### src/pwm_cfg_pkg.sv
// configuration side types; counter, period and dead time all share one fixed width
package pwm_cfg_pkg;

    // width of the carrier count, the period and the dead time
    localparam int cnt_width = 10;

    // user configuration, sampled every cycle with no handshake
    // a period below two parks the generator
    typedef struct packed {
        logic [cnt_width-1:0] period;
        logic [cnt_width-1:0] deadtime;
    } pwm_cfg_t;

    // switching points within one period
    // a_end is the first count where a is no longer high
    // b_start is the first count where b is high
    // a_end <= b_start always holds, so a and b never overlap
    typedef struct packed {
        logic [cnt_width-1:0] a_end;
        logic [cnt_width-1:0] b_start;
    } pwm_thresh_t;

    // both outputs held low, used in idle and out of reset
    localparam pwm_thresh_t thresh_idle = '{
        a_end:   '0,
        b_start: '1
    };

endpackage
### src/pwm_out_pkg.sv
// output side types; the count width is taken from the configuration package
package pwm_out_pkg;

    // complementary output pair for one half bridge
    typedef struct packed {
        logic a;
        logic b;
    } pwm_pair_t;

    // carrier state seen by the shadow registers and the output stage
    // wrap is high on the last count of a period and is held high in idle
    typedef struct packed {
        logic [pwm_cfg_pkg::cnt_width-1:0] count;
        logic                              wrap;
    } carrier_t;

    // state right after reset, counter parked at zero
    localparam carrier_t carrier_idle = '{
        count: '0,
        wrap:  1'b1
    };

    localparam pwm_pair_t pair_off = '{a: 1'b0, b: 1'b0};

endpackage

### src/deadband_generator.sv
// top level; new cfg shows on pwm after the current period ends, up to one old period plus 3 cycles
`timescale 1ns/1ps

module deadband_generator (
    input  logic                    clock,
    input  logic                    reset,
    input  pwm_cfg_pkg::pwm_cfg_t   cfg,
    output pwm_out_pkg::pwm_pair_t  pwm
);
    import pwm_cfg_pkg::*;
    import pwm_out_pkg::*;

    logic [cnt_width-1:0] active_period;
    pwm_thresh_t          thresh;
    carrier_t             carrier;

    pwm_shadow_regs shadow_i (
        .clock         (clock),
        .reset         (reset),
        .cfg           (cfg),
        .carrier       (carrier),
        .active_period (active_period),
        .thresh        (thresh)
    );

    pwm_carrier_counter carrier_i (
        .clock         (clock),
        .reset         (reset),
        .active_period (active_period),
        .carrier       (carrier)
    );

    deadband_output output_i (
        .clock   (clock),
        .reset   (reset),
        .carrier (carrier),
        .thresh  (thresh),
        .pwm     (pwm)
    );

endmodule

### src/deadband_output.sv
// registered output pair, one cycle behind the count; thresholds must satisfy a_end <= b_start
`timescale 1ns/1ps

module deadband_output (
    input  logic                       clock,
    input  logic                       reset,
    input  pwm_out_pkg::carrier_t      carrier,
    input  pwm_cfg_pkg::pwm_thresh_t   thresh,
    output pwm_out_pkg::pwm_pair_t     pwm
);
    import pwm_out_pkg::*;

    pwm_pair_t next_pwm;

    // a first, then the dead band, then b up to the end of the period
    // idle thresholds keep both comparisons false
    always_comb begin
        next_pwm   = pair_off;
        next_pwm.a = carrier.count < thresh.a_end;
        next_pwm.b = carrier.count >= thresh.b_start;
    end

    always_ff @(posedge clock) begin
        if (reset) begin
            pwm <= pair_off;
        end else begin
            pwm <= next_pwm;
        end
    end

endmodule

### src/pwm_carrier_counter.sv
// free-running up counter; an active period below two parks it at zero with wrap held high
`timescale 1ns/1ps

module pwm_carrier_counter (
    input  logic                              clock,
    input  logic                              reset,
    input  logic [pwm_cfg_pkg::cnt_width-1:0] active_period,
    output pwm_out_pkg::carrier_t             carrier
);
    import pwm_cfg_pkg::*;
    import pwm_out_pkg::*;

    logic [cnt_width-1:0] last_count;
    logic                 idle;
    logic [cnt_width-1:0] next_count;

    assign idle       = active_period < cnt_width'(2);
    assign last_count = active_period - 1'b1;

    // compare with >= rather than wrap, so the first cycle after idle
    // (count zero, wrap still high) counts on instead of restarting
    always_comb begin
        if (carrier.count >= last_count) begin
            next_count = '0;
        end else begin
            next_count = carrier.count + 1'b1;
        end
    end

    always_ff @(posedge clock) begin
        if (reset) begin
            carrier <= carrier_idle;
        end else if (idle) begin
            // keep loading configuration every cycle until a real period arrives
            carrier <= carrier_idle;
        end else begin
            carrier.count <= next_count;
            // registered, so wrap lines up with the last count of the period
            carrier.wrap  <= (next_count == last_count);
        end
    end

endmodule

### src/pwm_shadow_regs.sv
// cfg is staged one cycle, then takes effect only at a carrier wrap; thresholds saturate
`timescale 1ns/1ps

module pwm_shadow_regs (
    input  logic                                 clock,
    input  logic                                 reset,
    input  pwm_cfg_pkg::pwm_cfg_t                cfg,
    input  pwm_out_pkg::carrier_t                carrier,
    output logic [pwm_cfg_pkg::cnt_width-1:0]    active_period,
    output pwm_cfg_pkg::pwm_thresh_t             thresh
);
    import pwm_cfg_pkg::*;

    // staged copy of the user configuration
    pwm_cfg_t             staged;

    logic [cnt_width-1:0] half;
    // one extra bit so half plus deadtime never wraps
    logic [cnt_width:0]   upper_sum;
    logic                 staged_idle;
    pwm_thresh_t          next_thresh;

    always_ff @(posedge clock) begin
        if (reset) begin
            staged <= '0;
        end else begin
            staged <= cfg;
        end
    end

    assign half        = staged.period >> 1;
    assign upper_sum   = {1'b0, half} + {1'b0, staged.deadtime};
    assign staged_idle = staged.period < cnt_width'(2);

    always_comb begin
        next_thresh = thresh_idle;
        if (!staged_idle) begin
            // a shrinks to nothing once the dead time eats the whole first half
            if (staged.deadtime >= half) begin
                next_thresh.a_end = '0;
            end else begin
                next_thresh.a_end = half - staged.deadtime;
            end

            // b_start equal to period means b never rises
            if (upper_sum >= {1'b0, staged.period}) begin
                next_thresh.b_start = staged.period;
            end else begin
                next_thresh.b_start = upper_sum[cnt_width-1:0];
            end
        end
    end

    // period and thresholds switch on the same edge, so a running
    // period never sees a mix of old and new values
    always_ff @(posedge clock) begin
        if (reset) begin
            active_period <= '0;
            thresh        <= thresh_idle;
        end else if (carrier.wrap) begin
            active_period <= staged.period;
            thresh        <= next_thresh;
        end
    end

endmodule

### config.mk
export PLATFORM = sky130hd
export DESIGN_NAME = deadband_generator
export DESIGN_NICKNAME = d
export VERILOG_FILES = /design/src/pwm_cfg_pkg.sv /design/src/pwm_out_pkg.sv /design/src/deadband_generator.sv /design/src/deadband_output.sv /design/src/pwm_carrier_counter.sv /design/src/pwm_shadow_regs.sv
export SDC_FILE = /design/constraint.sdc
export NUM_CORES = 1
export LEC_CHECK = 0
export BUFFER_PORTS_ARGS = -buffer_cell sky130_fd_sc_hd__buf_2
export CORE_ASPECT_RATIO = 1.5
export CORE_MARGIN = 3
export CORE_UTILIZATION = 65
export DETAILED_ROUTE_END_ITERATION = 10
export PLACE_DENSITY_LB_ADDON = 0.2
export SLEW_MARGIN = 20
export SYNTH_ARGS = -nofsm -noshare
export SYNTH_HDL_FRONTEND = slang
export SYNTH_SLANG_ARGS = --single-unit
export TNS_END_PERCENT = 5
### constraint.sdc
create_clock -name clock -period 8.61 [get_ports clock]
set_input_delay 1.722 -clock clock [delete_from_list [all_inputs] [get_ports clock]]
set_output_delay 1.722 -clock clock [all_outputs]
set_load 0.05 [all_outputs]
# Word-level counts from Yosys, hierarchy flattened
# Cells that the tools add are included.
# totals
ff_bits,63
latchBits,0
mem_bits_rw,0
rom_bits,0
input_bits,22
output_inout_bits,2
elab_cells,26
memories,0
# classes
addsub,4
multipliers,0
n_div,0
order_cmp,7
eq_ne,1
shifts,0
mux,4
bitwise,0
n_reduce_logical,1
# ops
cell,n
$mux W10,3
$ge A10 B10 Y1,2
$lt A10 B2 Y1 const B,2
$mux W20,1
$add A9 B10 Y11,1
$ge A11 B10 Y1,1
$add A10 B1 Y10 const B,1
$eq A10 B10 Y1,1
$ge A10 B9 Y1,1
$lt A10 B10 Y1,1
$sub A10 B1 Y10 const B,1
$sub A9 B10 Y10,1
$reduce_or A2 Y1,1

# Longest topological paths before layout
# Gate-level depths: netlist (run 1).
# depth
word_depth,4
ltp_mapped,18
ltp_nobuf,17

# Cells and area by module
# Synthesis (run 1) repeated with hierarchy kept, for this count alone.
# hier_totals
cells_unflattened,506
area_unflattened_um2,4388.0
# by_module_without_submodules
mod,n_inst,cells_each,area_per_inst_um2,seq_area_each_um2
pwm_shadow_regs,1,305,2800.2,1001.0
pwm_carrier_counter,1,134,1059.8,220.2
deadband_output,1,67,528.0,40.0

# Worst setup path after synthesis (run 1)
# OpenSTA, ideal clock, no wires.
# synth_path
kind,register -> register
from,reg shadow_i.staged (netlist bit shadow_i.half[1])
to,"reg, netlist name shadow_i.thresh[0]"
setup_ps,140
arrival_time_ps,3217
required_time_ps,8470
setup_slack_ps,5253
path_stages_with_launch,18
path_buffers,1
period_less_slack_ps,3357
path_cell_list,dfxtp_1 > inv_1 > fa_1 > o21bai_1 > a21oi_1 > nor2_1 > o21ai_0 > o21bai_1 > xnor2_1 > ha_1 > nor4_1 > nand2_1 > a211oi_1 > nor3_1 > nor4b_1 > buf_4 > mux2i_1 > a21oi_1
# synth_between
elab_chain_cells,4
elab_cells_between_ends,5
cone_classes,add/sub (1); order compare (2); mux (2)
# synth_lines
element,line,rtl
start: declaration,pwm_shadow_regs.sv:15,pwm_cfg_t staged;
start signal: assignment,pwm_shadow_regs.sv:27,staged <= cfg;
$add A9 B10 Y11,pwm_shadow_regs.sv:32,"assign upper_sum = {1'b0, half} + {1'b0, staged.deadtime};"
$ge A11 B10 Y1,pwm_shadow_regs.sv:46,"if (upper_sum >= {1'b0, staged.period}) begin"
$mux W10,pwm_shadow_regs.sv:46,
$mux W20 *,pwm_shadow_regs.sv:37,if (!staged_idle) begin
# Every way passes the cells marked *; elsewhere a longest branch is shown, timed or not.
# A chain may end at the register's enable or synchronous reset.

# Worst setup path after layout (run 1)
# layout_path
from,reg shadow_i.staged (netlist bit shadow_i.half[1])
to,"reg, netlist name shadow_i.thresh[5]"
# layout_between
elab_chain_cells,4
elab_cells_between_ends,5
cone_classes,add/sub (1); order compare (2); mux (2)
# layout_lines
element,line
$add A9 B10 Y11,pwm_shadow_regs.sv:32
$ge A11 B10 Y1,pwm_shadow_regs.sv:46
$mux W10,pwm_shadow_regs.sv:46
$mux W20 *,pwm_shadow_regs.sv:37
# Marked as above.

==> impl_results.md, run 1 <==
* Status: finished clean
* Top Family by Delay on Critical Path: compound AO/OA/AOI/OAI gates
* DRT Pass-1 Iters at 4
* Worst path arrival time at 4.08 ns
* Net Sw Frac at 32.6%
* First-pass GRT wire length at 16,400 um
* Boundary Pins at 24
* Vias in the first global route at 3,692
* Internal power at 559 uW
* PD cells at 181 mW/mm^2
* Seq/Total Area, Yosys at 29.9%
* Slew headroom at 44.1%
* Drt wl/cell at 16.1 um
* Synthesized flop and latch total at 63
* Max Clock Skew at 0.00560 ns
* CTS clock-pin slew for the worst setup and hold paths at 0.07 ns
* Placed cell area at 0.00440 mm^2
* Num CTS Buffers at 9
* Ant. Diodes at 0
* Final Net Count at 604
* Syn avg cell area at 8.50 um^2
* Via-to-Cell Ratio at 5.95
* Routed vias at 3,571
* Slew Limit Fails at 0
* Port Buf Inserts at 23
* DRC errors left at 0
* Fin crit share at 45.0%
* Full die area at 0.00751 mm^2
* WP data required at 8.81 ns
* Final Critical Period at 3.88 ns
* Top cells by count, synth: dfxtp_1, ha_1, nor2_1
* Worst Path Buf+Inv at 2
* Initial antenna violation count at 0
* Filler cells at 510
* Reg area at 0.00126 mm^2
* Design Area, Final at 0.00459 mm^2
* Combinational power share at 28.6%
* Ys flop type: dfxtp_1
* Fmax at 258 MHz
* Ys async rst share at 0%
* Crit-path max FO at 10
* CP max stage cell: dfxtp_1
* Postcts setup bufs at 0
* Cell Rows at 35
* Distinct cells, synth at 50
* Setup total negative slack at 0 ns
* Crit. End Element: flip-flop
* Die span in x at 71.8 um
* CORE AREA at 0.00622 mm^2
* Hold Worst Slack at 0.488 ns
* Hold Path Class: reg2reg
* Area contributors post-synth: dfxtp_1, ha_1, nor2_1
* Slew @ Worst Pin at 0.838 ns
* Flop pwr share at 40.6%
* Top-count cell post-synth: dfxtp_1
* Gpl congestion at 0.933
* CP max stage delay at 0.49 ns
* Final number of setup-violating endpoints at 0
* Total Routing Usage GR at 27.6%
* Final hold violations at 0
* Initial Utilization at 67.8%
* CP startpoint kind: flip-flop
* P_leak at 0.00217 uW
* Synth warnings at 0
* Area of the multi-input gates at 0.00271 mm^2
* Clock sinks at 63
* Post-synth EDFFs at 0
* Synthesized area at 0.00422 mm^2
* Post-synth top area cell: dfxtp_1
* Share of layout cells above drive strength 1 at 9.13%
* Post-Syn Instances at 496
* Antenna-violating nets left at 0
* Clock tree from TritonCTS: built
* CTS root buffer: clkbuf_8
* Post-Route WL at 9630 um
* Skew-Pair Late Insertion Delay at 0.34 ns
* Hpwl dp at 7370 um
* Crit Path Class: reg2reg
* H-Tree Depth at 3
* Die H at 105 um
* Clock power frac at 30.8%
* Gr ovfl total at 0
* # Max-Cap Violations at 0
* Synth Net Count at 579
* Detailed router's first-iteration violation count at 137
* Post_cts resized at 0
* Synth top area share at 29.9%
* Largest net degree at the start of global routing at 47
* Crit-path cells: inv_1 > fa_1 > o21bai_1 > a21oi_1 > nor2_1 > o21ai_0 > o21bai_1 > xnor2_1 > ha_1 > nor4_1 > nand2_1 > a211oi_1 > nor3_1 > nor4b_2 > buf_4 > mux2i_1 > a21oi_1
* Switching Power at 271 uW
* Clock Path Buffers at 2
* Hold Buf Count CTS at 0
* Area Overhead vs Synth at 8.90%
* VDD IR max at 0.000127 V
* RSZ-0062 raised after global routing: false
[power by group through the flow]
stage | clock [uW] | sequential (uW) | combinational, uW
global placement | 0 | 342 | 226
global route | 274 | 340 | 268
detailed placement | 0 | 343 | 234
finish | 256 | 337 | 237
CTS | 260 | 337 | 236
floorplan | 0 | 341 | 180
[stage by stage]
stage	instances	power [uW]	setup WS [ns]	utilization, %
final	600	830	4.73	73.8
after global routing	600	882	4.44	73.8
after CTS	600	833	4.78	73.8
after detailed placement	584	577	4.81	70.8
after global placement	584	568	4.99	70.8
after floorplan	496	520	5.25	-
[flip-flops by register name, indices dropped and copies added (netlist names)]
name                    count
carrier_i.carrier          11
output_i.pwm                2
shadow_i.active_period     10
shadow_i.half               9
shadow_i.staged            11
shadow_i.thresh            20
[worst reg2reg max path: cells and delay by family (launching register included)]
kind                     cells  cell delay, ns
AO/OA/AOI/OAI                6            0.96
multiplexers                 1            0.24
adder cells (fa/ha/maj)      2            0.68
AND/OR/NAND/NOR              5            0.89
buffers and inverters        2            0.40
XOR/XNOR                     1            0.10
flip-flops                   1            0.49
[placed cells by master, fill, tap and decap left out, types with 13 or more instances in the layout]
| master | synthesis | layout |
|---|---|---|
| a21oi_1 | 32 | 32 |
| buf_2 | 2 | 23 |
| dfxtp_1 | 63 | 63 |
| ha_1 | 59 | 59 |
| inv_1 | 54 | 54 |
| mux2i_1 | 20 | 20 |
| nand2_1 | 20 | 20 |
| nor2_1 | 55 | 55 |
| nor2b_1 | 26 | 26 |
| nor3_1 | 13 | 13 |
| o21ai_0 | 18 | 18 |
| xnor2_1 | 17 | 17 |
| xor2_1 | 18 | 18 |
[layer usage]
metal	GRT usage, %	part of all wire (%)	vias up
li1	-	-	1754
met1	28.3	38	1683
met2	49.1	52	93
met3	5.49	3.7	41
met4	17.6	5.7	0
met5	0	0	-
[cell families after synthesis]
family	Yosys count	synth area share, %
AO/OA/AOI/OAI	96	14.7
XOR/XNOR	36	7.66
adder cells (fa/ha/maj)	61	18.5
buffers and inverters	66	6.03
flip-flops	63	29.9
multiplexers	20	4.75
AND/OR/NAND/NOR	154	18.5
[path summary, 6_finish.rpt]
check                           start             endpoint  slack [ns]  depth (start not counted)
setup reg to reg     shadow_i.half[1]   shadow_i.thresh[5]        4.73                         17
hold reg to reg   shadow_i.thresh[10]  shadow_i.thresh[10]        0.49                          2
setup / recovery     shadow_i.half[1]   shadow_i.thresh[5]        4.73                         17
hold / removal    shadow_i.thresh[10]  shadow_i.thresh[10]        0.49                          2
[layout make-up]
cell class,count,area share (%)
clock buffer,12,3.16
clock inverter,4,0.981
inverter,54,4.42
multi-input combinational,367,59.0
sequential,63,27.5
tap,74,2.02
timing repair buffer,26,3.00
Note: power is estimated with default switching activity, not from simulation.
==> inputs of run 2 (changes only) <==
--- a/config.mk
+++ b/config.mk
@@ -8,7 +8,7 @@
 export BUFFER_PORTS_ARGS = -buffer_cell sky130_fd_sc_hd__buf_2
 export CORE_ASPECT_RATIO = 1.5
 export CORE_MARGIN = 3
-export CORE_UTILIZATION = 65
+export CORE_UTILIZATION = 62
 export DETAILED_ROUTE_END_ITERATION = 10
 export PLACE_DENSITY_LB_ADDON = 0.2
 export SLEW_MARGIN = 20
==> constraint.sdc (replaced) <==
create_clock -name clock -period 4 [get_ports clock]
set_input_delay 0.8 -clock clock [delete_from_list [all_inputs] [get_ports clock]]
set_output_delay 0.8 -clock clock [all_outputs]
set_load 0.05 [all_outputs]
==> run 2 against run 1 <==
Effect of this change:
- cell area rose by 2.6%
- clock power rose to 3.0 times the previous value
- clock skew rose by 0.0030 ns
- sequential share of layout area fell by 0.64 points
==> impl_results.md, run 2 (same netlist as run 1, synthesis figures left out) <==
* Final number of setup-violating endpoints at 0
* Detailed router's first-iteration violation count at 133
* R2R Setup Slk at 0.21 ns
* VDD IR max at 0.000417 V
* Crit Path Class: reg2reg
* Worst Path Buf+Inv at 2
* Hpwl dp at 7420 um
* DRT Pass-1 Iters at 4
* Num CTS Buffers at 9
* First-pass GRT wire length at 16,100 um
* Final Critical Period at 3.79 ns
* WP data required at 4.21 ns
* CP max stage cell: nor4b_2
* Ant. Diodes at 0
* Skew-Pair Late Insertion Delay at 0.35 ns
* Crit-path max FO at 5
* P_leak at 0.00222 uW
* Gr ovfl total at 0
* Drt wl/cell at 16.5 um
* Area Overhead vs Synth at 11.7%
* Boundary Pins at 24
* DRC errors left at 0
* Hold Path Class: reg2reg
* Largest net degree at the start of global routing at 47
* Hold Worst Slack at 0.474 ns
* Via-to-Cell Ratio at 5.90
* Reg2reg path depth at 17
* CORE AREA at 0.00653 mm^2
* Area of the multi-input gates at 0.00272 mm^2
* R2r startpoint: shadow_i.staged[1]
* Worst reg2reg path endpoint: shadow_i.thresh[2]
* Reg area at 0.00126 mm^2
* CP startpoint kind: flip-flop
* Most frequent cells in the layout: dfxtp_1, ha_1, nor2_1
* Crit. End Element: flip-flop
* Clock tree from TritonCTS: built
* Antenna-violating nets left at 0
* # Max-Cap Violations at 0
* Pwr Total at 2030 uW
* Routed vias at 3,562
* Worst path arrival time at 4.00 ns
* Filler cells at 518
* Slew headroom at 44.6%
* Endpoint, Worst Hold: shadow_i.thresh[10]
* Clock Path Buffers at 2
* Post-Route WL at 9980 um
* Gpl congestion at 0.922
* PD cells at 430 mW/mm^2
* Vias in the first global route at 3,574
* Largest register by flop count: shadow_i.thresh
* Hold Buf Count CTS at 0
* Port Buf Inserts at 23
* CTS root buffer: clkbuf_8
* H-Tree Depth at 3
* Setup total negative slack at 0 ns
* Cell Rows at 36
* WHS Path Cells at 2
* Max Clock Skew at 0.00860 ns
* CTS clock-pin slew for the worst setup and hold paths at 0.07 ns
* Fin util at 72.1%
* Die H at 107 um
* Clock sinks at 63
* Die span in x at 73.3 um
* Setup WS post-layout at 0.213 ns
* Fmax at 264 MHz
* Crit-path cells: inv_1 > ha_1 > nand2b_1 > a21oi_1 > o21ai_0 > a21oi_2 > o21ai_0 > xnor2_1 > ha_1 > nor4_2 > nand2_1 > a211oi_1 > nor3_1 > nor4b_2 > clkbuf_4 > mux2i_1 > a21oi_1
* Total Routing Usage GR at 26.8%
* Max FFs per register at 20
* Final hold violations at 0
* Status: finished clean
* Final Net Count at 606
* Top Family by Delay on Critical Path: compound AO/OA/AOI/OAI gates
* Initial Utilization at 64.5%
* CP max stage delay at 0.35 ns
* Most common cell after layout, fill and taps aside: dfxtp_1
* Initial antenna violation count at 0
* Slew Limit Fails at 0
* Place WS at 0.247 ns
* Full die area at 0.00784 mm^2
* Biggest regs: shadow_i.thresh x20, carrier_i.carrier x11, shadow_i.staged x11
* Fin crit share at 94.7%
* Hold path start: shadow_i.thresh[10]
* Slew @ Worst Pin at 0.831 ns
* Share of layout cells above drive strength 1 at 10.6%
==> run 2: changes by cell type in the layout (fill, tap and decap cells not counted), sizes merged <==
cell / before / now
buf: 26 / 27
bufinv: 1 / 4
clkinv: 3 / 0
clkinvlp: 0 / 1
==> run 2: per-stage QoR <==
stage	cell area [um^2]	instances
5_1_grt	4710	604
4_1_cts	4680	602
3_3_place_gp	4400	586
2_1_floorplan	4220	496
6_report	4710	604
3_5_place_dp	4400	586
==> run 2: how the worst max path moves through the flow <==
stage                             from                 end  slack [ns]  cells past startpoint
floorplan             shadow_i.half[1]  shadow_i.thresh[0]        0.64                     17
detailed placement    shadow_i.half[1]  shadow_i.thresh[8]        0.25                     17
CTS                   shadow_i.half[1]  shadow_i.thresh[7]        0.24                     16
finish              shadow_i.staged[1]  shadow_i.thresh[2]        0.21                     17
global placement      shadow_i.half[1]  shadow_i.thresh[8]        0.43                     17
global route        shadow_i.staged[1]  shadow_i.thresh[8]       -0.02                     17
==> run 2: power breakdown <==
part	switching, uW	internal [uW]
Clock	264	511
Combinational	293	230
Sequential	47.7	679
==> run 2: cell type report <==
cell class / count / share of cell area (%)
multi-input combinational: 367 / 57.7
sequential: 63 / 26.8
inverter: 54 / 4.30
timing repair buffer: 28 / 3.24
clock buffer: 11 / 3.21
clock inverter: 5 / 2.71
tap: 76 / 2.02
==> run 2: layer usage <==
| metal | share of wire [%] | up-vias | global-route usage, % | wire length, um |
|---|---|---|---|---|
| li1 | - | 1759 | - | - |
| met1 | 37 | 1661 | 26.4 | 3690 |
| met2 | 53 | 99 | 49.2 | 5300 |
| met3 | 4.2 | 43 | 5.07 | 417 |
| met4 | 5.8 | 0 | 17.4 | 577 |
| met5 | 0 | - | 0 | 0 |
==> run 2: what timing repair did <==
action	4_1_cts	5_1_grt
endpoints found under the hold margin	0	0
gates resized for setup	0	7
buffers inserted	0	1
endpoints found under the setup margin	0	10
==> run 2: worst register-to-register path, cell delays in order (launching register included) <==
cell	delay, ns
dfxtp_1	0.33
inv_1	0.10
ha_1	0.32
nand2b_1	0.15
a21oi_1	0.22
o21ai_0	0.14
a21oi_2	0.23
o21ai_0	0.18
xnor2_1	0.20
ha_1	0.24
nor4_2	0.21
nand2_1	0.10
a211oi_1	0.23
nor3_1	0.09
nor4b_2	0.35
clkbuf_4	0.27
mux2i_1	0.20
a21oi_1	0.09
==> inputs of run 3 (changes only) <==
--- a/config.mk
+++ b/config.mk
@@ -8,7 +8,7 @@
 export BUFFER_PORTS_ARGS = -buffer_cell sky130_fd_sc_hd__buf_2
 export CORE_ASPECT_RATIO = 1.5
 export CORE_MARGIN = 3
-export CORE_UTILIZATION = 62
+export CORE_UTILIZATION = 30
 export DETAILED_ROUTE_END_ITERATION = 10
 export PLACE_DENSITY_LB_ADDON = 0.2
 export SLEW_MARGIN = 20
==> run 3 against run 2 <==
Effect of this change:
- critical path depth grew 1
- die area grew 98%
- global-route usage shrank 12 points
- total power grew 4.6%
- clock skew shrank 0.0031 ns
- critical path type unchanged
- critical endpoint is now shadow_i.thresh[7]
- largest power group unchanged
==> impl_results.md, run 3 (same netlist as run 1, synthesis figures left out) <==
* Ant. Diodes at 0
* First-pass GRT wire length at 17,500 um
* Num CTS Buffers at 9
* DRT Pass-1 Iters at 4
* CTS clock-pin slew for the worst setup and hold paths at 0.06 ns
* VDD IR max at 0.000237 V
* Max FFs per register at 20
* Slew @ Worst Pin at 0.947 ns
* Cell Rows at 52
* Area of the multi-input gates at 0.00272 mm^2
* Drt wl/cell at 15.5 um
* Fin util at 35.9%
* Filler cells at 1,389
* Clock sinks at 63
* Largest register by flop count: shadow_i.thresh
* Setup WS post-layout at 0.318 ns
* Hold Worst Slack at 0.472 ns
* Largest net degree at the start of global routing at 32
* Slew Limit Fails at 0
* R2r startpoint: shadow_i.half[0]
* Post-Route WL at 10,700 um
* Fin crit share at 92.1%
* Area Overhead vs Synth at 15.9%
* CTS root buffer: clkbuf_16
* Vias in the first global route at 3,522
* Reg2reg path depth at 18
* Initial Utilization at 31.0%
* CP startpoint kind: flip-flop
* Hold path start: shadow_i.thresh[10]
* Final Critical Period at 3.68 ns
* Clock Path Buffers at 2
* Antenna-violating nets left at 0
* Share of layout cells above drive strength 1 at 11.0%
* Reg area at 0.00126 mm^2
* Crit-path max FO at 5
* Gr ovfl total at 0
* R2R Setup Slk at 0.32 ns
* Setup total negative slack at 0 ns
* WHS Path Cells at 2
* Skew-Pair Late Insertion Delay at 0.33 ns
* Biggest regs: shadow_i.thresh x20, carrier_i.carrier x11, shadow_i.staged x11
* Most common cell after layout, fill and taps aside: dfxtp_1
* Via-to-Cell Ratio at 4.98
* P_leak at 0.00224 uW
* DRC errors left at 0
* Most frequent cells in the layout: dfxtp_1, ha_1, nor2_1
* Routed vias at 3,444
* Endpoint, Worst Hold: shadow_i.thresh[10]
* Die H at 151 um
* Die span in x at 103 um
* Final Net Count at 607
* Crit Path Class: reg2reg
* Boundary Pins at 24
* Worst reg2reg path endpoint: shadow_i.thresh[7]
* WP data required at 4.18 ns
* Full die area at 0.0155 mm^2
* Hold Path Class: reg2reg
* Slew headroom at 36.9%
* Total Routing Usage GR at 14.8%
* Worst path arrival time at 3.86 ns
* Status: finished clean
* CORE AREA at 0.0136 mm^2
* Initial antenna violation count at 0
* Hpwl dp at 8370 um
* Gpl congestion at 0.829
* # Max-Cap Violations at 0
* PD cells at 434 mW/mm^2
* H-Tree Depth at 3
* Final number of setup-violating endpoints at 0
* Final hold violations at 0
* Crit. End Element: flip-flop
* Max Clock Skew at 0.00553 ns
* Detailed router's first-iteration violation count at 111
* Fmax at 272 MHz
* Pwr Total at 2120 uW
* Postcts setup bufs at 0
* Port Buf Inserts at 23
* Clock tree from TritonCTS: built
* Place WS at 0.241 ns
==> run 3: changes by cell type in the layout (fill, tap and decap cells not counted) <==
cell        before  now
clkbuf_16        0    9
a211oi_1         7    6
buf_4            4    6
clkbuf_8        11    2
a211oi_2         0    1
clkinv_2         0    1
clkinvlp_4       1    2
bufinv_16        4    2
clkbuf_4         1    0
==> run 3: power by group <==
| group | leakage (uW) | switching [uW] | internal, uW |
|---|---|---|---|
| sequential | 0.000520 | 46.5 | 680 |
| clock | 0.000158 | 288 | 578 |
| combinational | 0.00157 | 297 | 230 |
| total | 0.00224 | 631 | 1490 |
==> run 3: per-stage QoR <==
| stage | std cells | instance area, um^2 |
|---|---|---|
| floorplan | 496 | 4220 |
| global placement | 674 | 4530 |
| detailed placement | 674 | 4530 |
| CTS | 690 | 4860 |
| global route | 691 | 4880 |
| finish | 691 | 4880 |
==> run 3: layer usage <==
metal  global-route usage [%]  up-vias  routed length (um)
met4                     8.55        0                 512
met5                        0        -                   0
met1                     15.4     1605                4250
met3                     2.07       30                 192
met2                     27.6       45                5770
li1                         -     1764                   -
==> run 3: timing repair <==
action,CTS,global route
hold endpoints to repair,0,0
hold buffers,0,0
setup endpoints to repair,0,10
gates resized for setup,0,9
==> run 3: worst max path at each step <==
stage	startpoint	endpoint	slack (ns)	cells past startpoint
final	shadow_i.half[0]	shadow_i.thresh[7]	0.32	18
after floorplan	shadow_i.half[1]	shadow_i.thresh[0]	0.64	17
after CTS	shadow_i.half[1]	shadow_i.thresh[7]	0.22	17
after global routing	shadow_i.half[0]	shadow_i.thresh[6]	-0.009	18
after detailed placement	shadow_i.half[1]	shadow_i.thresh[7]	0.24	17
after global placement	shadow_i.half[1]	shadow_i.thresh[8]	0.35	17
==> run 3: cell type report <==
| type | instances | area share (%) |
|---|---|---|
| Multi-Input combinational cell | 367 | 55.7 |
| Timing Repair Buffer | 29 | 3.28 |
| Inverter | 54 | 4.15 |
| Tap cell | 162 | 4.15 |
| Clock buffer | 11 | 5.18 |
| Sequential cell | 63 | 25.9 |
| Clock inverter | 5 | 1.64 |
==> run 3: critical path: stages (launching register included) <==
cell and delay [ns]:
dfxtp_2 0.36, ha_1 0.17, inv_1 0.05, fa_1 0.40, o21bai_1 0.16, a21oi_1 0.12, nor2_1 0.14, o21ai_0 0.14
o21bai_1 0.19, xnor2_1 0.10, ha_1 0.22, nor4_2 0.29, nand2_1 0.12, a211oi_2 0.20, nor3_1 0.08, nor4b_2 0.25
buf_4 0.23, mux2i_1 0.22, a21oi_1 0.09
